==> config.mk <==
export PLATFORM = sky130hd
export DESIGN_NAME = pifo_branch_select
export DESIGN_NICKNAME = d
export VERILOG_FILES = /design/src/verilog/pifo_pkg.sv /design/src/verilog/pifo_branch_select.sv
export SDC_FILE = /design/constraint.sdc
export NUM_CORES = 1
export LEC_CHECK = 0
export BUFFER_PORTS_ARGS = -buffer_cell sky130_fd_sc_hd__buf_2
export CAP_MARGIN = 10
export CORE_MARGIN = 2
export CORE_UTILIZATION = 45
export DETAILED_ROUTE_END_ITERATION = 10
export PLACE_DENSITY_LB_ADDON = 0.12
export REMOVE_ABC_BUFFERS = 1
export SLEW_MARGIN = 20
export SYNTH_ARGS = -nofsm -noshare
export SYNTH_HDL_FRONTEND = slang
export SYNTH_SLANG_ARGS = --single-unit
export TNS_END_PERCENT = 10
==> constraint.sdc <==
create_clock -name vclk -period 33.3
set_clock_uncertainty 0.2 [all_clocks]
set_input_delay 3.33 -clock vclk [all_inputs]
set_output_delay 3.33 -clock vclk [all_outputs]
set_load 0.03 [all_outputs]
==> src/verilog/pifo_pkg.sv <==
package pifo_pkg;

    // --------------------
    // Widths and sizes
    // --------------------
    localparam int NUM_BRANCH   = 8;                   // Branch slots per node
    localparam int BRANCH_W     = 3;
    localparam int PRIO_W       = 16;
    localparam int META_W       = 8;
    localparam int CNT_W        = 10;                  // Subtree entry count
    localparam int NODE_ADDR_W  = 6;                   // 64 nodes in this level
    localparam int CHILD_ADDR_W = NODE_ADDR_W + BRANCH_W;

    // Priority of a slot that holds nothing
    localparam logic [PRIO_W-1:0] EMPTY_PRIO = '1;

    // --------------------
    // Data types
    // --------------------
    typedef struct packed {
        logic [PRIO_W-1:0] prio;
        logic [META_W-1:0] meta;
    } entry_t;

    // Best entry of a subtree plus its population
    typedef struct packed {
        logic [CNT_W-1:0] cnt;
        entry_t           entry;
    } slot_t;

    typedef slot_t [NUM_BRANCH-1:0] node_t;            // One RAM word

    typedef enum logic {
        OP_PUSH,
        OP_POP
    } op_e;

    typedef struct packed {
        op_e                    op;
        logic [NODE_ADDR_W-1:0] addr;
        entry_t                 entry;
    } req_t;

    // Child address is node address times eight plus branch
    typedef struct packed {
        logic [CHILD_ADDR_W-1:0] addr;
        entry_t                  entry;
    } child_cmd_t;

    typedef enum logic [1:0] {
        ST_IDLE,
        ST_PUSH,
        ST_POP,
        ST_WB
    } state_e;

endpackage

==> src/verilog/pifo_branch_select.sv <==
module pifo_branch_select (
    input  pifo_pkg::node_t                    i_node,
    output logic [pifo_pkg::BRANCH_W-1:0]      o_min_cnt_idx,
    output logic [pifo_pkg::BRANCH_W-1:0]      o_min_prio_idx
);
    import pifo_pkg::*;

    logic [CNT_W-1:0]    min_cnt;
    logic [PRIO_W-1:0]   min_prio;
    logic [BRANCH_W-1:0] cnt_idx;
    logic [BRANCH_W-1:0] prio_idx;

    // --------------------
    // Arg-min searches
    // --------------------
    // Strict compare keeps the lower index on a tie
    always_comb begin
        min_cnt  = i_node[0].cnt;
        min_prio = i_node[0].entry.prio;
        cnt_idx  = '0;
        prio_idx = '0;

        for (int b = 1; b < NUM_BRANCH; b++) begin
            // Least populated subtree takes the next push
            if (i_node[b].cnt < min_cnt) begin
                min_cnt = i_node[b].cnt;
                cnt_idx = BRANCH_W'(b);
            end

            // Smallest priority leaves on a pop
            if (i_node[b].entry.prio < min_prio) begin
                min_prio = i_node[b].entry.prio;
                prio_idx = BRANCH_W'(b);
            end
        end
    end

    assign o_min_cnt_idx  = cnt_idx;
    assign o_min_prio_idx = prio_idx;

endmodule

# --- Word-level counts from Yosys, hierarchy flattened ---
# Index checks and enable logic that the tools add are counted.
classes:
  n_lt_le_gt_ge: 14
  mux: 26
ops:
  columns: ["op", "n"]
  rows:
  - ["$lt 16x16->1", 7]
  - ["$mux 16", 6]
  - ["$lt 10x10->1", 7]
  - ["$mux 10", 6]
  - ["$mux 3", 12]
  - ["$mux 1", 2]
totals:
  inputBits: 272
  reg_bits: 0
  word_cells: 40

# --- Depth between registers and ports, before layout ---
depth:
  depth_word: 14
  ltp_mapped: 93
  ltp_nobuf: 85

# --- Least setup slack after synthesis ---
# Ideal clock, no wire load.
synth_path:
  path_kind: "input -> output"
  startpoint: "input port i_node[19] in the netlist's numbering"
  endpoint: "output port o_min_prio_idx[1] in the netlist's numbering"
  setup_slack_ns: 11.905
  path_stages: 89
  required_time_ns: 29.770
  t_arrival_ns: 17.865
  cell_sequence: "inv_1 ha_1 nand4_1 a211oi_1 a2111oi_2 o211ai_2 buf_6 buf_1 mux2i_1 ha_1 a2111oi_0 o21ai_0 o211ai_1 a21oi_1 inv_1 nand2_2 clkbuf_1 a21oi_1 [53 not listed] or2_1 buf_6 buf_6 mux2_4 ha_1 a21o_1 a21oi_1 nor2b_1 o21ai_0 nand2b_1 a21oi_1 nor2b_1 o21ai_0 nand3b_1 nor4_1 nand2_1 o32ai_1 a311o_1"
synth_between:
  elab_chain_len: 14
synth_rtl:
  columns: ["item", "line_no", "text"]
  rows:
  - ["from (decl)", "pifo_branch_select.sv:2", "input pifo_pkg::node_t i_node,"]
  - ["$lt 16x16->1", "pifo_branch_select.sv:31", "if (i_node[b].entry.prio < min_prio) begin"]
  - ["$mux 16 (*)", "pifo_branch_select.sv:31", null]
  - ["$lt 16x16->1", "pifo_branch_select.sv:31", null]
  - ["$mux 16", "pifo_branch_select.sv:31", null]
  - ["$lt 16x16->1", "pifo_branch_select.sv:31", null]
  - ["$mux 16", "pifo_branch_select.sv:31", null]
  - ["$lt 16x16->1", "pifo_branch_select.sv:31", null]
  - ["$mux 16", "pifo_branch_select.sv:31", null]
  - ["$lt 16x16->1", "pifo_branch_select.sv:31", null]
  - ["$mux 16", "pifo_branch_select.sv:31", null]
  - ["$lt 16x16->1", "pifo_branch_select.sv:31", null]
  - ["$mux 16", "pifo_branch_select.sv:31", null]
  - ["$lt 16x16->1", "pifo_branch_select.sv:31", null]
  - ["$mux 3 (*)", "pifo_branch_select.sv:31", null]
  - ["to (decl)", "pifo_branch_select.sv:4", "output logic [pifo_pkg::BRANCH_W-1:0] o_min_prio_idx"]
# Every way passes the cells marked *; elsewhere a longest branch is shown, timed or not.

# --- Worst setup path in the final report ---
layout_path:
  startpoint: "input port i_node[19] in the netlist's numbering"
  endpoint: "output port o_min_prio_idx[0] in the netlist's numbering"
layout_between:
  elab_chain_len: 14
layout_rtl:
  columns: ["item", "line_no"]
  rows:
  - ["$lt 16x16->1", "pifo_branch_select.sv:31"]
  - ["$mux 16", "pifo_branch_select.sv:31"]
  - ["$lt 16x16->1", "pifo_branch_select.sv:31"]
  - ["$mux 16", "pifo_branch_select.sv:31"]
  - ["$lt 16x16->1", "pifo_branch_select.sv:31"]
  - ["$mux 16", "pifo_branch_select.sv:31"]
  - ["$lt 16x16->1", "pifo_branch_select.sv:31"]
  - ["$mux 16", "pifo_branch_select.sv:31"]
  - ["$lt 16x16->1", "pifo_branch_select.sv:31"]
  - ["$mux 16", "pifo_branch_select.sv:31"]
  - ["$lt 16x16->1", "pifo_branch_select.sv:31"]
  - ["$mux 16", "pifo_branch_select.sv:31"]
  - ["$lt 16x16->1", "pifo_branch_select.sv:31"]
  - ["$mux 3 (*)", "pifo_branch_select.sv:31"]
# Marked as above.

==> flow_metrics.py <==
metrics = {
    "setup_path": {
        "cp-endpoint": "o_min_prio_idx[0]",
        "critPathMostFrequentCell": "a21oi_1",
        "slowest_stage": "o22ai_4",
        "worstPathRequired_ns": 29.77,
        "crit_fanout": 35,
        "crit_start": "i_node[19]",
        "critPathLaunchType": "input port",
        "critPathMaxStageDelay_ns": 0.72,
        "arrival_ns": 20.14,
        "endpoint_kind": "output pin",
        "critPathKind": "in2out",
    },
    "place": {
        "post-place-ws_ns": 9.821,
        "dpl-instance-area_sq_um": 7595,
        "place_congestion": 0.8712,
        "io_buffers": 214,
        "hpwlAfterDp_um": 15180,
    },
    "timing": {
        "fmax_mhz": 42.24,
        "setup_violations": 0,
        "rsz0062_at_grt": "false",
        "slew_violations": 0,
        "setup_ws_ns": 9.628,
        "worstMarginPinSlew_ns": 0.9152,
        "setup_total_negative_slack_ns": 0,
        "post-route-period-util_pct": 71.09,
        "slew_headroom_pct": 38.99,
        "hold_violations": 0,
        "fin_crit_ns": 23.67,
    },
    "pwr": {
        "switching_share_pct": 54.78,
        "peakVddDrop_uv": 31.01,
        "pwr-share-comb_pct": 100.0,
        "pwr-share-seq_pct": 0,
        "powerDensity_nw_per_um2": 47.30,
        "p_total_uw": 359.4,
        "intPower_uw": 162.5,
        "clockPowerShare_pct": 0,
        "p_sw_uw": 196.9,
        "power.leakage_uw": 0.004446,
    },
    "yosys": {
        "synth_area_sq_um": 6361,
        "synthCells": 893,
        "netlist.area_leader.share_pct": 31.47,
        "yosys_warnings": 0,
        "yosysSeqAreaShare_pct": 0,
        "synth.area.top_cells": "ha_1, mux2i_1, inv_1",
        "synth_area_leader_cell": "ha_1",
        "synth.distinct_cells": 61,
        "post_synth.cell_area_avg_sq_um": 7.123,
    },
    "finish": {
        "seq_area_sq_um": 0,
        "drive_gt1_share_pct": 24.50,
        "syn_to_final_growth_pct": 19.43,
        "final_cell_mix": "buf_2, ha_1, inv_1, a21oi_1, nor2_1",
        "nFlopsAndLatches": 0,
        "n_clock_buffer": 0,
        "final_util_pct": 54.95,
        "nNetsFinal": 1524,
        "finalInstanceArea_sq_um": 7597,
        "layout_commonest_cell": "buf_2",
    },
    "floorplanning": {
        "dieArea_sq_um": 15100,
        "die_h_um": 122.9,
        "core_sq_um": 13830,
        "die_x_um": 122.9,
        "ios": 278,
        "initial_core_util_pct": 46.00,
        "rows": 43,
    },
    "routing": {
        "drc": 0,
        "via_per_inst": 5.327,
        "wl_um": 16860,
        "final_antenna_net_count": 0,
        "drt_iter0_markers": 283,
        "dr.pass1.iters": 4,
        "route.vias.total": 6771,
        "wire_per_inst_um": 13.27,
    },
    "clock_tree": {
        "post_cts_buffers": 0,
        "hold_buffers": 0,
        "cts_resized": 0,
    },
    "grt": {
        "grt_overflow_total": 0,
        "grt_max_degree": 36,
        "grt_pass1_wl_um": 27810,
        "grt.total_usage_pct": 21.87,
        "antenna_found_initial": 2,
        "grt_pass1_vias": 6634,
    },
    "min_path": {
        "min_path_type": "in2out",
    },
    "job": {
        "maxCapViolations": 0,
    },
    "run_status": {
        "outcome": "complete, no violations",
    },
}
[per-stage QoR]
step                      instances  hold WS [ns]
after floorplan                 870         6.916
final                          1271         7.049
after detailed placement       1270         7.046
after global routing           1270         7.109
after global placement         1270         7.052
after CTS                      1270         7.052
[final cells by class]
class / instances / area (sq um)
Timing Repair Buffer: 220 / 1116
Tap cell: 180 / 225.2
Antenna cell: 1 / 2.502
Inverter: 133 / 499.2
Multi-Input combinational cell: 737 / 5754
Fill cell: 1453 / 6230
[critical path: cells and delay by family]
family	cells	cell delay (ns)
buffers and inverters	9	1.41
and+or+nand+nor	22	3.13
muxes	3	0.81
AOI/OAI and AO/OA	47	9.45
adders and majority gates	7	1.96
[cells in the mapped netlist, drive strengths merged (2+ instances only)]
cell type and instances:
a211o 3, buf 6, o21bai 2, nor3 7, or3 3, nor2b 14
nand2 44, nand3 5, o221ai 3, nor2 78, nand4 32, and2 4
o211ai 10, o21a 5, a21o 51, a21oi 95, a2111oi 2, o31ai 3
a21boi 3, a211oi 9, a31oi 5, o22ai 6, mux2 31, o32ai 2
nand3b 2, or2 5, mux2i 59, clkbuf 17, inv 133, ha 160
nor4 3, o21ai 58, nand2b 19, o31a 2
[power groups by stage]
| stage | registers (uW) | logic (uW) | clock network [uW] |
|---|---|---|---|
| after floorplan | 0 | 276 | 0 |
| after global placement | 0 | 356 | 0 |
| after detailed placement | 0 | 360 | 0 |
| after CTS | 0 | 362 | 0 |
| after global routing | 0 | 414 | 0 |
| final | 0 | 359 | 0.00000402 |
[logic make-up (layout without fill, tap and decap cells)]
logic type | Yosys count | in the layout | synth area share (%)
and+or+nand+nor | 218 | 218 | 16.56
other | 0 | 1 | 0
buffers and inverters | 156 | 353 | 9.599
muxes | 90 | 90 | 15.42
adders and majority gates | 161 | 161 | 31.63
AOI/OAI and AO/OA | 268 | 268 | 26.79
[how the worst min path moves through the flow]
stage | start | endpoint | cells after the start
floorplan | i_node[246] | o_min_prio_idx[0] | 4
global route | i_node[271] | o_min_cnt_idx[0] | 6
global placement | i_node[262] | o_min_cnt_idx[0] | 7
detailed placement | i_node[262] | o_min_cnt_idx[0] | 7
CTS | i_node[262] | o_min_cnt_idx[0] | 7
finish | i_node[262] | o_min_cnt_idx[0] | 7
[layer usage]
metal | routed length (um) | vias up | GRT usage [%]
met5 | 7 | - | 0
met4 | 246 | 2 | 2.802
met3 | 812 | 22 | 1.753
met2 | 8183 | 147 | 41.95
met1 | 7615 | 2975 | 26.98
li1 | - | 3625 | -
(Power assumes the default switching activity.)
