--- config.mk ---
export PLATFORM = sky130hd
export DESIGN_NAME = pifo_node_update
export DESIGN_NICKNAME = d
export VERILOG_FILES = /design/src/verilog/pifo_pkg.sv /design/src/verilog/pifo_node_update.sv
export SDC_FILE = /design/constraint.sdc
export NUM_CORES = 1
export LEC_CHECK = 0
export ABC_CLOCK_PERIOD_IN_PS = 7500
export BUFFER_PORTS_ARGS = -buffer_cell sky130_fd_sc_hd__buf_4
export CAP_MARGIN = 0
export CORE_AREA = 2 2 259 261
export DETAILED_ROUTE_END_ITERATION = 6
export DIE_AREA = 0 0 261 263
export PLACE_DENSITY = 0.49
export SETUP_SLACK_MARGIN = 0.3
export SLEW_MARGIN = 20
export SYNTH_ARGS = -nofsm -noshare
export SYNTH_HDL_FRONTEND = slang
export SYNTH_SLANG_ARGS = --single-unit
export TNS_END_PERCENT = 100
--- constraint.sdc ---
create_clock -name vclk -period 7.5
set_clock_uncertainty 0.1 [all_clocks]
set_input_delay 1.125 -clock vclk [all_inputs]
set_output_delay 1.125 -clock vclk [all_outputs]
set_load 0.05 [all_outputs]
--- src/verilog/pifo_pkg.sv ---
package pifo_pkg;

    // --------------------
    // Widths and sizes
    // --------------------
    localparam int NUM_BRANCH   = 8;                   // Branch slots per node
    localparam int BRANCH_W     = 3;
    localparam int PRIO_W       = 16;
    localparam int META_W       = 8;
    localparam int CNT_W        = 10;                  // Subtree entry count
    localparam int NODE_ADDR_W  = 6;                   // 64 nodes in this level
    localparam int CHILD_ADDR_W = NODE_ADDR_W + BRANCH_W;

    // Priority of a slot that holds nothing
    localparam logic [PRIO_W-1:0] EMPTY_PRIO = '1;

    // --------------------
    // Data types
    // --------------------
    typedef struct packed {
        logic [PRIO_W-1:0] prio;
        logic [META_W-1:0] meta;
    } entry_t;

    // Best entry of a subtree plus its population
    typedef struct packed {
        logic [CNT_W-1:0] cnt;
        entry_t           entry;
    } slot_t;

    typedef slot_t [NUM_BRANCH-1:0] node_t;            // One RAM word

    typedef enum logic {
        OP_PUSH,
        OP_POP
    } op_e;

    typedef struct packed {
        op_e                    op;
        logic [NODE_ADDR_W-1:0] addr;
        entry_t                 entry;
    } req_t;

    // Child address is node address times eight plus branch
    typedef struct packed {
        logic [CHILD_ADDR_W-1:0] addr;
        entry_t                  entry;
    } child_cmd_t;

    typedef enum logic [1:0] {
        ST_IDLE,
        ST_PUSH,
        ST_POP,
        ST_WB
    } state_e;

endpackage

--- src/verilog/pifo_node_update.sv ---
module pifo_node_update (
    input  pifo_pkg::state_e                   i_state,
    input  pifo_pkg::node_t                    i_node,
    input  logic [pifo_pkg::BRANCH_W-1:0]      i_min_cnt_idx,
    input  logic [pifo_pkg::BRANCH_W-1:0]      i_min_prio_idx,
    input  pifo_pkg::entry_t                   i_entry,
    input  logic [pifo_pkg::NODE_ADDR_W-1:0]   i_node_addr,
    input  pifo_pkg::entry_t                   i_child_pop_entry,
    output pifo_pkg::node_t                    o_new_node,
    output logic                               o_child_push_valid,
    output pifo_pkg::child_cmd_t               o_child_push,
    output logic                               o_child_pop_valid,
    output logic [pifo_pkg::CHILD_ADDR_W-1:0]  o_child_pop_addr,
    output logic                               o_pop_valid,
    output pifo_pkg::entry_t                   o_pop_entry
);
    import pifo_pkg::*;

    slot_t  push_slot;                                     // Slot picked by count
    slot_t  pop_slot;                                      // Slot picked by priority
    entry_t empty_entry;

    assign push_slot   = i_node[i_min_cnt_idx];
    assign pop_slot    = i_node[i_min_prio_idx];
    assign empty_entry = '{prio: EMPTY_PRIO, meta: '0};

    always_comb begin
        o_new_node         = i_node;
        o_child_push_valid = 1'b0;
        o_child_push       = '0;
        o_child_pop_valid  = 1'b0;
        o_child_pop_addr   = '0;
        o_pop_valid        = 1'b0;
        o_pop_entry        = empty_entry;

        case (i_state)
            // --------------------
            // Push
            // --------------------
            ST_PUSH: begin
                o_new_node[i_min_cnt_idx].cnt = push_slot.cnt + CNT_W'(1);
                o_child_push.addr             = {i_node_addr, i_min_cnt_idx};

                if (push_slot.cnt == '0) begin
                    // Empty slot simply takes the entry
                    o_new_node[i_min_cnt_idx].entry = i_entry;
                end else if (i_entry.prio < push_slot.entry.prio) begin
                    // New entry wins and the old one sinks a level
                    o_new_node[i_min_cnt_idx].entry = i_entry;
                    o_child_push_valid              = 1'b1;
                    o_child_push.entry              = push_slot.entry;
                end else begin
                    o_child_push_valid = 1'b1;         // Equal priority also goes down
                    o_child_push.entry = i_entry;
                end
            end

            // --------------------
            // Pop, then refill
            // --------------------
            ST_POP: begin
                o_pop_valid       = 1'b1;
                o_pop_entry       = pop_slot.entry;    // Empty entry if node is empty
                o_child_pop_addr  = {i_node_addr, i_min_prio_idx};
                o_child_pop_valid = (pop_slot.cnt > CNT_W'(1));
            end

            ST_WB: begin
                if (pop_slot.cnt > CNT_W'(1)) begin
                    // Child answered in this cycle
                    o_new_node[i_min_prio_idx].entry = i_child_pop_entry;
                    o_new_node[i_min_prio_idx].cnt   = pop_slot.cnt - CNT_W'(1);
                end else if (pop_slot.cnt == CNT_W'(1)) begin
                    o_new_node[i_min_prio_idx].entry = empty_entry;
                    o_new_node[i_min_prio_idx].cnt   = '0;
                end
                // A zero count leaves the node as it was
            end

            default: begin
            end
        endcase
    end

endmodule

# After elaboration in Yosys (flattened, before gate mapping)
# Index checks and enable logic that the tools add are counted.
op_classes:
  n_addsub: 2
  mul: 0
  n_div: 0
  order_cmp: 6
  eq_ne: 4
  n_shift: 0
  n_mux: 32
  bitwise: 0
  reduce_logical: 3
op_table:
  columns: ["op", "n"]
  rows:
  - ["272-bit bitwise mux", 6]
  - ["272-bit 2-to-1 mux", 4]
  - ["272-bit case mux with 2 select lines", 1]
  - ["34-bit demux with 3-bit select", 4]
  - ["34-bit binary-select mux with 3-bit select", 2]
  - ["34-bit 2-to-1 mux", 4]
  - ["24-bit 2-to-1 mux", 5]
  - ["33-bit 2-to-1 mux", 1]
  - ["16-bit less-than comparator", 1]
  - ["10-bit by 1-bit adder with 10-bit output, second input constant", 1]
  - ["10-bit by 1-bit == test with 1-bit output, second input constant", 1]
  - ["10-bit by 1-bit > comparator with 1-bit output, second input constant", 1]
  - ["10-bit logical NOT", 1]
  - ["10-bit by 1-bit subtractor with 10-bit output, second input constant", 1]
  - ["9-bit 2-to-1 mux", 1]
  - ["3-bit by 4-bit less-than comparator with 1-bit output, second input constant", 2]
  - ["3-bit by 1-bit greater-or-equal comparator with 1-bit output, second input constant", 2]
  - ["2-bit == test, second input constant", 2]
  - ["1-bit 2-to-1 mux", 4]
  - ["2-bit by 1-bit == test with 1-bit output, second input constant", 1]
  - ["1-bit logical AND", 2]
word_totals:
  ff_bits: 0
  latchBits: 0
  ramBits: 0
  mem_bits_ro: 0
  inputBits: 334
  out_inout_bits: 341
  elab_cells: 47
  mem_count: 0

# Longest topological paths before layout
depth:
  word_depth: 9
  ltp_mapped: 21
  depth_no_buf: 15

# Worst setup path after synthesis
# OpenSTA, ideal clock, no wires.
synth_timing:
  kind: "input to output"
  from: "in i_min_cnt_idx[1] in the netlist's numbering"
  to: "out o_new_node[44] in the netlist's numbering"
  t_arrival_ns: 5.968
  required_ns: 6.275
  path_slack_ns: 0.307
  cell_stages: 17
  path_buffers: 6
  cell_sequence: "buf_4 > buf_6 > buf_2 > buf_1 > nor2_1 > clkbuf_1 > a22oi_1 > and3_1 > ha_1 > nand4_1 > or3_1 > a2111oi_0 > a211oi_1 > a22oi_1 > clkbuf_1 > a21oi_1 > o21ai_0"
synth_rtl:
  columns: ["element", "line", "source"]
  rows:
  - ["start: declaration", "pifo_node_update.sv:4", "input logic [pifo_pkg::BRANCH_W-1:0] i_min_cnt_idx,"]
  - ["end: declaration", "pifo_node_update.sv:9", "output pifo_pkg::node_t o_new_node,"]

==> results.yml <==
outcome:
  outcome: "finished with violations"
  violations: "DRC"
critical_path:
  path_class: "input port to output pin"
  worst_path_largest_cell_delay_ns: 0.61
  critPathLaunchType: "input port"
  crit_fanout: 33
  cp-end-kind: "output pin"
  path_common_cell: "buf_4"
  critPathSlowestCell: "nand3_1"
  cp_data_required_time_ns: 6.27
  cp.arrival_ns: 5.85
  crit_chain: "buf_4, nor2b_1, buf_4, a221o_1, a21oi_2, buf_4, inv_1, ha_1, o22a_1, and4_1, nand2_1, buf_4, nand3_1, o21ai_0, o21ai_1, buf_4"
detailed_routing:
  drtIter0Drc: 3218
  vias_per_cell: 6.49
  wl_per_cell_um: 39.4
  drt_drc_violations_left: 5
  num_vias: 22000
  firstDrtPassIters: 7
  wirelength_um: 133000
  antenna_left: 0
floorplanning:
  die-area_mm2: 0.0686
  num_rows: 94
  pin_count: 675
  die_w_um: 261
  core-area_mm2: 0.0656
  die_h_um: 263
  start_util_pct: 18.6
timing:
  grt_setup_unrepaired: "false"
  fin_crit_ns: 7.08
  fin_crit_sh_pct: 94.3
  slew_headroom_pct: 25.7
  setup_viol: 0
  hold_violations: 0
  timing.fmax_ghz: 0.141
  max_slew.worst_pin.slew_ns: 1.11
  slew_violations: 0
  final.setup.tns_ns: 0
grt:
  grt_antenna_before_repair: 17
  grt.overflow.total: 0
  grt_pass1_wl_um: 179000
  grt.total_usage_pct: 36.6
  first_global_vias: 21000
  grt_max_degree: 57
cells_and_area:
  nFlopsAndLatches: 0
  seq_area_um2: 0
  nClkBuffers: 0
  final_cells: 3384
  drive_gt1_share_pct: 36.9
  area_growth_pct: 52.6
  utilization_pct: 28.3
  nNetsFinal: 2868
yosys:
  netlist.area_leader.share_pct: 7.49
  synth_warnings: 0
  yosys.cell_count.top_type: "nand2_1"
  yosysUniqueCellTypes: 92
  synth_common_cells: "243 x nand2_1, 188 x nor2_1, 143 x clkbuf_1, 123 x o21ai_0, 114 x a21oi_1"
  syn_inst: 1920
  syn-num-nets: 2273
  synth-seq-area-share_pct: 0
  syn_area_mm2: 0.0122
  yosys.area.top_type: "nand2_1"
  synthTopCellsByArea: "nand2_1 7.5%, a221o_1 6.7%, a22oi_1 6.1%"
  syn_area_per_cell_um2: 6.34
flow_run:
  drv_cap: 0
worst_hold_path:
  min_path_type: "input port to output pin"
place:
  globalplace.congestion: 1.01
  port_buffers: 675
  hpwl_um: 105000
  dp_cells: 3377
power:
  p_per_area_mw_per_mm2: 109
  max-vdd-ir-drop_mv: 0.0533
  leakagePower_nw: 7.67
  seq_power_share_pct: 0
  switching_share_pct: 70.3
  p_clk_share_pct: 0
  p_comb_share_pct: 100.0
  switching_power_mw: 1.42
  intPower_mw: 0.599
clock_tree:
  cts_setup_buffers: 0
[metrics by stage]
| step | hold slack (ns) | area [um2] | setup slack (ns) | power, mW |
|---|---|---|---|---|
| after floorplan | 2.43 | 12200 | 0.307 | 1.11 |
| after global placement | 2.55 | 18500 | 0.263 | 1.97 |
| after detailed placement | 2.54 | 18500 | 0.142 | 1.97 |
| after CTS | 2.54 | 18500 | 0.273 | 1.97 |
| after global routing | 2.56 | 18600 | 0.299 | 2.07 |
| final | 2.55 | 18600 | 0.424 | 2.02 |
[final cells by class]
class / count / area [um2]
antenna: 7 / 17.5
fill: 7355 / 47000
inverter: 19 / 71.3
multi-input combinational: 1693 / 11400
tap: 864 / 1080
timing repair buffer: 801 / 6030
[cells by family (layout without fill, tap and decap cells)]
| family | Yosys count | after routing | share of synthesized area [%] |
|---|---|---|---|
| buffers and inverters | 227 | 820 | 7.90 |
| AO/OA/AOI/OAI | 895 | 895 | 53.1 |
| multiplexers | 83 | 83 | 9.18 |
| adder cells (fa/ha/maj) | 19 | 19 | 1.95 |
| XOR/XNOR | 17 | 17 | 1.35 |
| AND/OR/NAND/NOR | 679 | 679 | 26.5 |
| other | 0 | 7 | 0 |
[worst max-delay path: cells and delay by family]
family          cells  cell delay [ns]
fa+ha+maj           1             0.30
simple gates        4             1.48
buf+inv             6             1.54
compound gates      5             1.33
[what timing repair did]
| item | 4_1_cts | 5_1_grt |
|---|---|---|
| hold buffers | 0 | 0 |
| resized for setup | 3 | 10 |
| endpoints found under the setup margin | 30 | 102 |
[cells in the final DEF, fill, tap and decap left out, drive strengths merged, types with 43 or more instances in the layout]
master / Yosys / final
a221oi: 46 / 46
and3: 44 / 44
a211oi: 58 / 58
a22oi: 101 / 101
o22ai: 74 / 74
nand2: 243 / 243
a221o: 82 / 82
nor2: 194 / 194
o221ai: 43 / 43
a21oi: 123 / 123
nand3: 57 / 57
buf: 65 / 801
o21ai: 184 / 184
[power groups by stage]
stage | registers [mW] | logic [mW] | clock network (mW)
after floorplan | 0 | 1.11 | 0
after global placement | 0 | 1.97 | 0
after detailed placement | 0 | 1.97 | 0
after CTS | 0 | 1.97 | 0
after global routing | 0 | 2.07 | 0.0000000894
final | 0 | 2.02 | 0.0000000521
[final timing paths]
check / cells past startpoint / slack, ns / startpoint / to
worst max-delay path: 16 / 0.42 / i_min_prio_idx[1] / o_new_node[191]
worst min-delay path: 4 / 2.55 / i_entry[2] / o_new_node[138]
[per-layer routing]
metal / vias up / GRT usage [%] / routed length, um
met4: 16 / 14.7 / 6620
li1: 8824 / - / -
met5: - / 0 / 93
met3: 353 / 9.21 / 15200
met2: 1913 / 58.1 / 59500
met1: 10900 / 46.9 / 52000
Note: power is estimated with default switching activity, not from simulation.
