$ cat config.mk
export PLATFORM = sky130hd
export DESIGN_NAME = pifo_level_ctrl
export DESIGN_NICKNAME = d
export VERILOG_FILES = /design/src/verilog/pifo_pkg.sv /design/src/verilog/pifo_level_ctrl.sv
export SDC_FILE = /design/constraint.sdc
export NUM_CORES = 1
export LEC_CHECK = 0
export BUFFER_PORTS_ARGS = -buffer_cell sky130_fd_sc_hd__buf_2
export CAP_MARGIN = 30
export CELL_PAD_IN_SITES_DETAIL_PLACEMENT = 1
export CELL_PAD_IN_SITES_GLOBAL_PLACEMENT = 2
export CORE_AREA = 5 5 456 458
export DETAILED_ROUTE_END_ITERATION = 16
export DIE_AREA = 0 0 461 463
export PLACE_DENSITY = 0.35
export SYNTH_ARGS = -nofsm -noshare
export SYNTH_HDL_FRONTEND = slang
export SYNTH_SLANG_ARGS = --single-unit
export TNS_END_PERCENT = 30
$ cat constraint.sdc
create_clock -name i_clk -period 7.15 [get_ports i_clk]
set_input_delay 0.3575 -clock i_clk [delete_from_list [all_inputs] [get_ports i_clk]]
set_output_delay 0.3575 -clock i_clk [all_outputs]
set_load 0.02 [all_outputs]
$ cat src/verilog/pifo_pkg.sv
package pifo_pkg;

    // --------------------
    // Widths and sizes
    // --------------------
    localparam int NUM_BRANCH   = 8;                   // Branch slots per node
    localparam int BRANCH_W     = 3;
    localparam int PRIO_W       = 16;
    localparam int META_W       = 8;
    localparam int CNT_W        = 10;                  // Subtree entry count
    localparam int NODE_ADDR_W  = 6;                   // 64 nodes in this level
    localparam int CHILD_ADDR_W = NODE_ADDR_W + BRANCH_W;

    // Priority of a slot that holds nothing
    localparam logic [PRIO_W-1:0] EMPTY_PRIO = '1;

    // --------------------
    // Data types
    // --------------------
    typedef struct packed {
        logic [PRIO_W-1:0] prio;
        logic [META_W-1:0] meta;
    } entry_t;

    // Best entry of a subtree plus its population
    typedef struct packed {
        logic [CNT_W-1:0] cnt;
        entry_t           entry;
    } slot_t;

    typedef slot_t [NUM_BRANCH-1:0] node_t;            // One RAM word

    typedef enum logic {
        OP_PUSH,
        OP_POP
    } op_e;

    typedef struct packed {
        op_e                    op;
        logic [NODE_ADDR_W-1:0] addr;
        entry_t                 entry;
    } req_t;

    // Child address is node address times eight plus branch
    typedef struct packed {
        logic [CHILD_ADDR_W-1:0] addr;
        entry_t                  entry;
    } child_cmd_t;

    typedef enum logic [1:0] {
        ST_IDLE,
        ST_PUSH,
        ST_POP,
        ST_WB
    } state_e;

endpackage

$ cat src/verilog/pifo_level_ctrl.sv
module pifo_level_ctrl (
    input  logic                               i_clk,
    input  logic                               i_arst_n,
    input  logic                               i_req_valid,
    input  pifo_pkg::req_t                     i_req,
    input  pifo_pkg::node_t                    i_rd_node,
    input  pifo_pkg::node_t                    i_new_node,
    output logic                               o_req_ready,
    output pifo_pkg::state_e                   o_state,
    output logic                               o_rd_en,
    output logic [pifo_pkg::NODE_ADDR_W-1:0]   o_rd_addr,
    output logic                               o_wr_en,
    output logic [pifo_pkg::NODE_ADDR_W-1:0]   o_wr_addr,
    output pifo_pkg::node_t                    o_wr_node,
    output pifo_pkg::node_t                    o_cur_node,
    output logic [pifo_pkg::NODE_ADDR_W-1:0]   o_cur_addr,
    output pifo_pkg::entry_t                   o_cur_entry
);
    import pifo_pkg::*;

    state_e                 state;
    state_e                 state_nxt;
    logic                   accept;
    logic [NODE_ADDR_W-1:0] cur_addr;                      // Node being worked on
    entry_t                 cur_entry;                     // Entry of the latched push
    node_t                  hold_node;                     // Snapshot for write-back

    // Parent is held off only while a pop waits for child data
    assign o_req_ready = (state != ST_POP);
    assign accept      = i_req_valid && o_req_ready;

    // --------------------
    // State machine
    // --------------------
    always_comb begin
        state_nxt = ST_IDLE;
        case (state)
            ST_POP: begin
                state_nxt = ST_WB;
            end
            default: begin
                if (accept) begin
                    state_nxt = (i_req.op == OP_PUSH) ? ST_PUSH : ST_POP;
                end
            end
        endcase
    end

    always_ff @(posedge i_clk or negedge i_arst_n) begin
        if (!i_arst_n) begin
            state <= ST_IDLE;
        end else begin
            state <= state_nxt;
        end
    end

    // --------------------
    // Request latch
    // --------------------
    always_ff @(posedge i_clk) begin
        if (accept) begin
            cur_addr  <= i_req.addr;
            cur_entry <= i_req.entry;
        end
    end

    // RAM word seen in ST_POP is kept for the rewrite
    always_ff @(posedge i_clk) begin
        if (state == ST_POP) begin
            hold_node <= i_rd_node;
        end
    end

    assign o_cur_node = (state == ST_WB) ? hold_node : i_rd_node;

    // --------------------
    // RAM access
    // --------------------
    assign o_rd_en   = accept;                             // Read lands in the next cycle
    assign o_rd_addr = i_req.addr;

    assign o_wr_en   = (state == ST_PUSH) || (state == ST_WB);
    assign o_wr_addr = cur_addr;
    assign o_wr_node = i_new_node;

    assign o_state     = state;
    assign o_cur_addr  = cur_addr;
    assign o_cur_entry = cur_entry;

endmodule

# --- After elaboration in Yosys (flattened, before gate mapping) ---
# Index checks and enable logic that the tools add are counted.
word_totals:
  register_bits: 304
  inputBits: 578
  output_inout_bits: 591
classes:
  n_eq_ne: 4
  n_mux: 4
  n_reduce_logical: 2
op_table:
  columns: ["cell", "n"]
  rows:
  - ["272-bit 2-to-1 mux", 1]
  - ["2-bit 2-to-1 mux", 3]
  - ["2-bit equality test (second input constant)", 2]
  - ["2-bit by 1-bit equality test with 1-bit output (second input constant)", 1]
  - ["2-bit inequality test (second input constant)", 1]
  - ["1-bit logical AND", 1]
  - ["1-bit logical OR", 1]

# --- Depth between registers and ports, before layout ---
# Gate-level depths: netlist of the first run.
depth:
  depth_word: 4
  mapped_depth: 5
  mapped_depth_nobuf: 2

# --- Least setup slack after synthesis of the first run ---
# No wires, ideal clock.
synth_path:
  path_kind: "register -> register"
  from: "reg state[0], in the netlist o_state[0]"
  to: "reg hold_node[0] (netlist bit), enable pin"
  t_arrival_ns: 6.067
  required_ns: 6.527
  path_slack_ns: 0.460
  path_stages_with_launch: 3
  path_buffers: 0
  period_less_slack_ns: 6.690
  path_cell_list: "dfrtp_1 nand2b_1 inv_1"
synth_between:
  elab_chain_cells: 1
synth_rtl:
  columns: ["element", "line", "text"]
  rows:
  - ["from (decl)", "pifo_level_ctrl.sv:21", "state_e state;"]
  - ["from (signal assigned)", "pifo_level_ctrl.sv:53", "state <= state_nxt;"]
  - ["2-bit equality test", "pifo_level_ctrl.sv:69", "if (state == ST_POP) begin"]
  - ["to (signal assigned)", "pifo_level_ctrl.sv:70", "hold_node <= i_rd_node;"]
  - ["to (decl)", "pifo_level_ctrl.sv:26", "node_t hold_node;"]
# No other way between the ends.
# A chain may end at the register's enable or synchronous reset.

==> results of run 1 <==
routing by layer:
metal / up-vias / global-route usage
met5: - / 0.00520
met4: 12 / 0.0241
met3: 149 / 0.0339
met2: 627 / 0.0978
met1: 4835 / 0.0658
li1: 4360 / -
worst paths after layout:
check / from / endpoint / slack [ns] / depth (start not counted)
min in group asynchronous: i_arst_n / o_state[0] / 0.11 / 2
worst min register to register: o_state[1] / o_state[1] / 0.80 / 2
worst min-delay path: i_rd_node[2] / hold_node[2] / 0.08 / 1
worst max-delay path: o_state[0] / o_cur_node[5] / 3.45 / 4
worst max register to register: o_state[0] / hold_node[180] / 4.32 / 4
max in group asynchronous: i_arst_n / o_state[1] / 6.94 / 2
final cells by class:
class / instances / area share
antenna: 4 / 0.000423
clock buffer: 53 / 0.0497
clock inverter: 31 / 0.0147
inverter: 2 / 0.000634
multi-input combinational: 278 / 0.144
sequential: 304 / 0.385
tap: 2688 / 0.142
timing repair buffer: 931 / 0.264
worst max-delay path: stages, from the launching register on:
cell	delay, ns
dfrtp_1	0.43
nand2_4	0.54
buf_12	0.37
mux2_2	0.46
buf_2	0.17
flip-flops by register name, indices dropped and copies added (netlist names):
register     flops
o_cur_entry     24
hold_node      272
o_cur_addr       6
o_state          2
metrics by stage:
| stage | hold slack (ns) | total power [mW] | instances | util | worst slack, ns |
|---|---|---|---|---|---|
| 6_report | 0.0777 | 5.93 | 4291 | 0.116 | 3.45 |
| 5_1_grt | 0.0452 | 6.27 | 4287 | 0.116 | 3.36 |
| 4_1_cts | 0.0328 | 6.17 | 4287 | 0.116 | 3.44 |
| 3_5_place_dp | 0.147 | 3.50 | 3902 | 0.0940 | 4.19 |
| 3_3_place_gp | 0.145 | 3.49 | 3901 | 0.0938 | 4.26 |
| 2_1_floorplan | 0.0619 | 3.24 | 899 | - | 0.460 |
Yosys cell counts:
| library cell | number | area, sq um |
|---|---|---|
| dfrtp_1 | 2 | 50.1 |
| inv_1 | 2 | 7.51 |
| clkbuf_1 | 1 | 3.75 |
| mux2_4 | 80 | 1200 |
| and2_1 | 1 | 6.26 |
| o21ai_0 | 1 | 5.00 |
| mux2_2 | 192 | 2160 |
| nand2b_1 | 1 | 6.26 |
| buf_2 | 21 | 105 |
| buf_4 | 284 | 2130 |
| buf_6 | 9 | 101 |
| edfxtp_1 | 302 | 9070 |
| nand2_1 | 3 | 11.3 |
power breakdown:
part           switching (mW)  internal (mW)
logic                   0.778          0.563
registers              0.0465           2.18
clock network           0.937           1.43
cells by family (layout without fill, tap and decap cells):
group                  count (synthesis)  in the layout  synth area share
AOI/OAI and AO/OA                      1              1          0.000336
buffers and inverters                317           1017             0.158
DFF                                  304            304             0.614
muxes                                272            272             0.226
other                                  0              4                 0
and+or+nand+nor                        5              5           0.00160
==> results.toml, run 1 <==
[floorplan]
io_pins = 1169
die-area_sq_mm = 0.213
fp.dieH_um = 463
die_w_um = 461
rows = 166
core_sq_mm = 0.204
start_util = 0.0730

[route]
wirelength_um = 68400
vias = 9983
routed-wl-met2_um = 31400
vias_per_cell = 2.33
drc = 0
met3_length_um = 7970
routedWlPerCell_um = 15.9
top_layer = "met5"
firstDrtPassIters = 4
drtIter0Drc = 281
ant_nets = 0
m1WireLength_um = 26300

[cts]
cts-resized-gates = 0
clk_latency_ns = 0.61
cts_tree = "built"
root_buffer = "clkbuf_16"
hold_buffers = 301
cts_buffers = 46
cts.htree.levels = 2
clock_sinks = 304
clkTransAtPathRegs_ns = 0.06
ctsLongestPathBuffers = 3
cts_setup_buffers = 0

[placement]
placed_area_sq_mm = 0.0191
port_buffers = 624
gp_congestion = 0.754
dp_hpwl_um = 53400

[critical_path]
arrival_ns = 3.34
start_kind = "register"
setup.worst_path.class = "reg -> out"
crit_path_end_kind = "output port"
required_ns = 6.79
cp_max_fo = 136

[status]
status = "finished, final reports clean"

[job]
max_cap_violations = 0

[power]
irDropWorstVdd_uv = 153
leakagePower_nw = 8.93
powerDensity_mw_per_mm2 = 251

[global_routing]
antenna_found_initial = 14
grt_usage = 0.0607
grt_max_degree = 137
first_global_vias = 11524
grt_first_pass_wirelength_um = 92100
gr-total-overflow = 0

[synthesis]
yosys_warnings = 0
ys_seq_area_frac = 0.614
netlist_instances = 899
syn_area_sq_mm = 0.0149
synth_seq_cells = 304
synth.distinct_cells = 13
synth_nets = 1477
syn_area_per_cell_sq_um = 16.5

[finish]
drive_gt1_frac = 0.609
final_cell_mix = "buf_2, edfxtp_1, dlygate4sd3_1"
design_area_sq_mm = 0.0237
layout_commonest_cell = "buf_2"
fillers = 23547
area_growth_pct = 59.3
multiInputGateArea_sq_mm = 0.00340
regArea_sq_mm = 0.00912
fin_nets = 2141

[timing]
fin_crit_ns = 3.70
fin_setup_tns_ns = 0
maxSlewViolCount = 0
final.period_utilization = 0.517
skew_ns = 0.0131
max_slew_margin = 0.0160
tightest_slew_ns = 1.48
hold_viol = 0
rsz0062_at_grt = "no"
fmax_mhz = 270
setup_viol = 0

[hold_path]
worst_hold_path_type = "in -> reg"
(Power assumes the default switching activity.)
==> run 2: changes to the inputs <==
CORE_AREA = 5 5 446 448   (was 5 5 456 458)
DIE_AREA = 0 0 451 453   (was 0 0 461 463)
PLACE_DENSITY = 0.37   (was 0.35)
clock period = 3.1 ns   (was 7.15 ns; I/O delays follow)
==> results.toml, run 2 (same netlist as run 1, synthesis figures left out) <==
[power]
irDropWorstVdd_uv = 337
powerDensity_mw_per_mm2 = 569
leakagePower_nw = 8.97

[timing]
fin_setup_tns_ns = 0
hold_ws_ns = 0.236
maxSlewViolCount = 0
max_slew_margin = 0.504
final.period_utilization = 0.869
fmax_mhz = 371
setup_viol = 0
rsz0062_at_grt = "no"
layout_setup_ws_ns = 0.407
skew_ns = 0.0263
tightest_slew_ns = 0.743
hold_viol = 0
fin_crit_ns = 2.69

[route]
drtIter0Drc = 410
vias_per_cell = 2.45
drc = 0
wirelength_um = 74300
routedWlPerCell_um = 17.9
firstDrtPassIters = 4
vias = 10167
ant_nets = 0

[critical_path]
r2r_end = "hold_node[117]"
r2r_slack_ns = 1.15
required_ns = 2.94
arrival_ns = 2.54
cp_top_family = "buffers and inverters"
start_kind = "register"
cp_slowest_cell = "buf_12"
worstPathCellList = "nand2_4 > buf_12 > mux2_2 > buf_2"
reg2reg_depth = 3
cp_max_fo = 76
setup.worst_path.class = "reg -> out"
max_stage_delay_ns = 0.45
crit_path_end_kind = "output port"
path_buf_inv = 2
rr_startpoint = "o_state[0]"

[cts]
clock_sinks = 304
ctsLongestPathBuffers = 3
root_buffer = "clkbuf_16"
clkTransAtPathRegs_ns = 0.06
cts_buffers = 45
cts-resized-gates = 0
clk_latency_ns = 0.64
cts.htree.levels = 2
cts_tree = "built"

[placement]
placed_area_sq_mm = 0.0191
dp_hpwl_um = 59600
port_buffers = 624
pre_cts_ws_ns = 0.979
dp.cells = 3765
gp_congestion = 0.752

[finish]
layout_commonest_cell = "buf_2"
fin_nets = 2155
design_area_sq_mm = 0.0236
stdcell_count = 4157
largest_reg_flops = 272
regArea_sq_mm = 0.00912
fillers = 22342
area_growth_pct = 58.9
final_cell_mix = "buf_2, dlygate4sd3_1, edfxtp_1"
regMostFlops = "hold_node"
drive_gt1_frac = 0.607
multiInputGateArea_sq_mm = 0.00341

[global_routing]
gr-total-overflow = 0
antenna_found_initial = 32
grt_max_degree = 107
grt_usage = 0.0681
first_global_vias = 11374
grt_first_pass_wirelength_um = 97100

[hold_path]
min_path_cells = 2
worst_hold_path_type = "in -> reg"
min_to = "hold_node[103]"
min_from = "i_rd_node[103]"

[status]
status = "finished, final reports clean"

[floorplan]
fp.dieH_um = 453
die-area_sq_mm = 0.204
start_util = 0.0765
core_sq_mm = 0.194
io_pins = 1169
rows = 162
die_w_um = 451

[job]
max_cap_violations = 0
## run 2: power breakdown
part,internal (mW),leakage (nW),switching [mW]
combinational,1.33,5.42,1.82
clock,3.00,0.696,2.16
sequential,5.03,2.86,0.101
## run 2: worst register-to-register path: cells and delay by family (launching register included)
kind,cells,cell delay [ns]
buf+inv,2,0.73
simple gates,1,0.18
flops,1,0.43
## run 2: final cells by class
type,instances,area share
Sequential cell,304,0.386
Timing Repair Buffer,946,0.273
Clock buffer,52,0.0488
Tap cell,2542,0.135
Clock inverter,27,0.0121
Inverter,2,0.000477
Antenna cell,6,0.000636
Multi-Input combinational cell,278,0.144
## run 2: through the flow
step | power, mW | util
3_5_place_dp | 8.12 | 0.0983
2_1_floorplan | 7.45 | -
6_report | 13.4 | 0.122
4_1_cts | 14.0 | 0.121
3_3_place_gp | 8.08 | 0.0983
5_1_grt | 14.2 | 0.122
## run 2: how the worst max path moves through the flow
| stage | from | endpoint | slack [ns] | depth (start not counted) |
|---|---|---|---|---|
| finish | o_state[1] | o_cur_node[105] | 0.41 | 4 |
| CTS | o_state[1] | o_cur_node[96] | 0.21 | 5 |
| floorplan | o_state[0] | hold_node[0] | -1.98 | 2 |
| global placement | o_state[1] | o_cur_node[96] | 1.01 | 5 |
| global route | o_state[1] | o_cur_node[101] | 0.22 | 4 |
| detailed placement | o_state[1] | o_cur_node[96] | 0.98 | 5 |
## run 2: layer usage
metal	GRT usage	vias to the layer above	routed length, um
li1	-	4369	-
met1	0.0718	5044	27300
met2	0.108	573	34600
met3	0.0416	169	9350
met4	0.0258	12	2310
met5	0.0233	-	671
## run 2: what timing repair did
item	4_1_cts	5_1_grt
hold buffers	307	0
buffers inserted	0	0
hold endpoints to repair	306	0
setup endpoints to repair	0	0
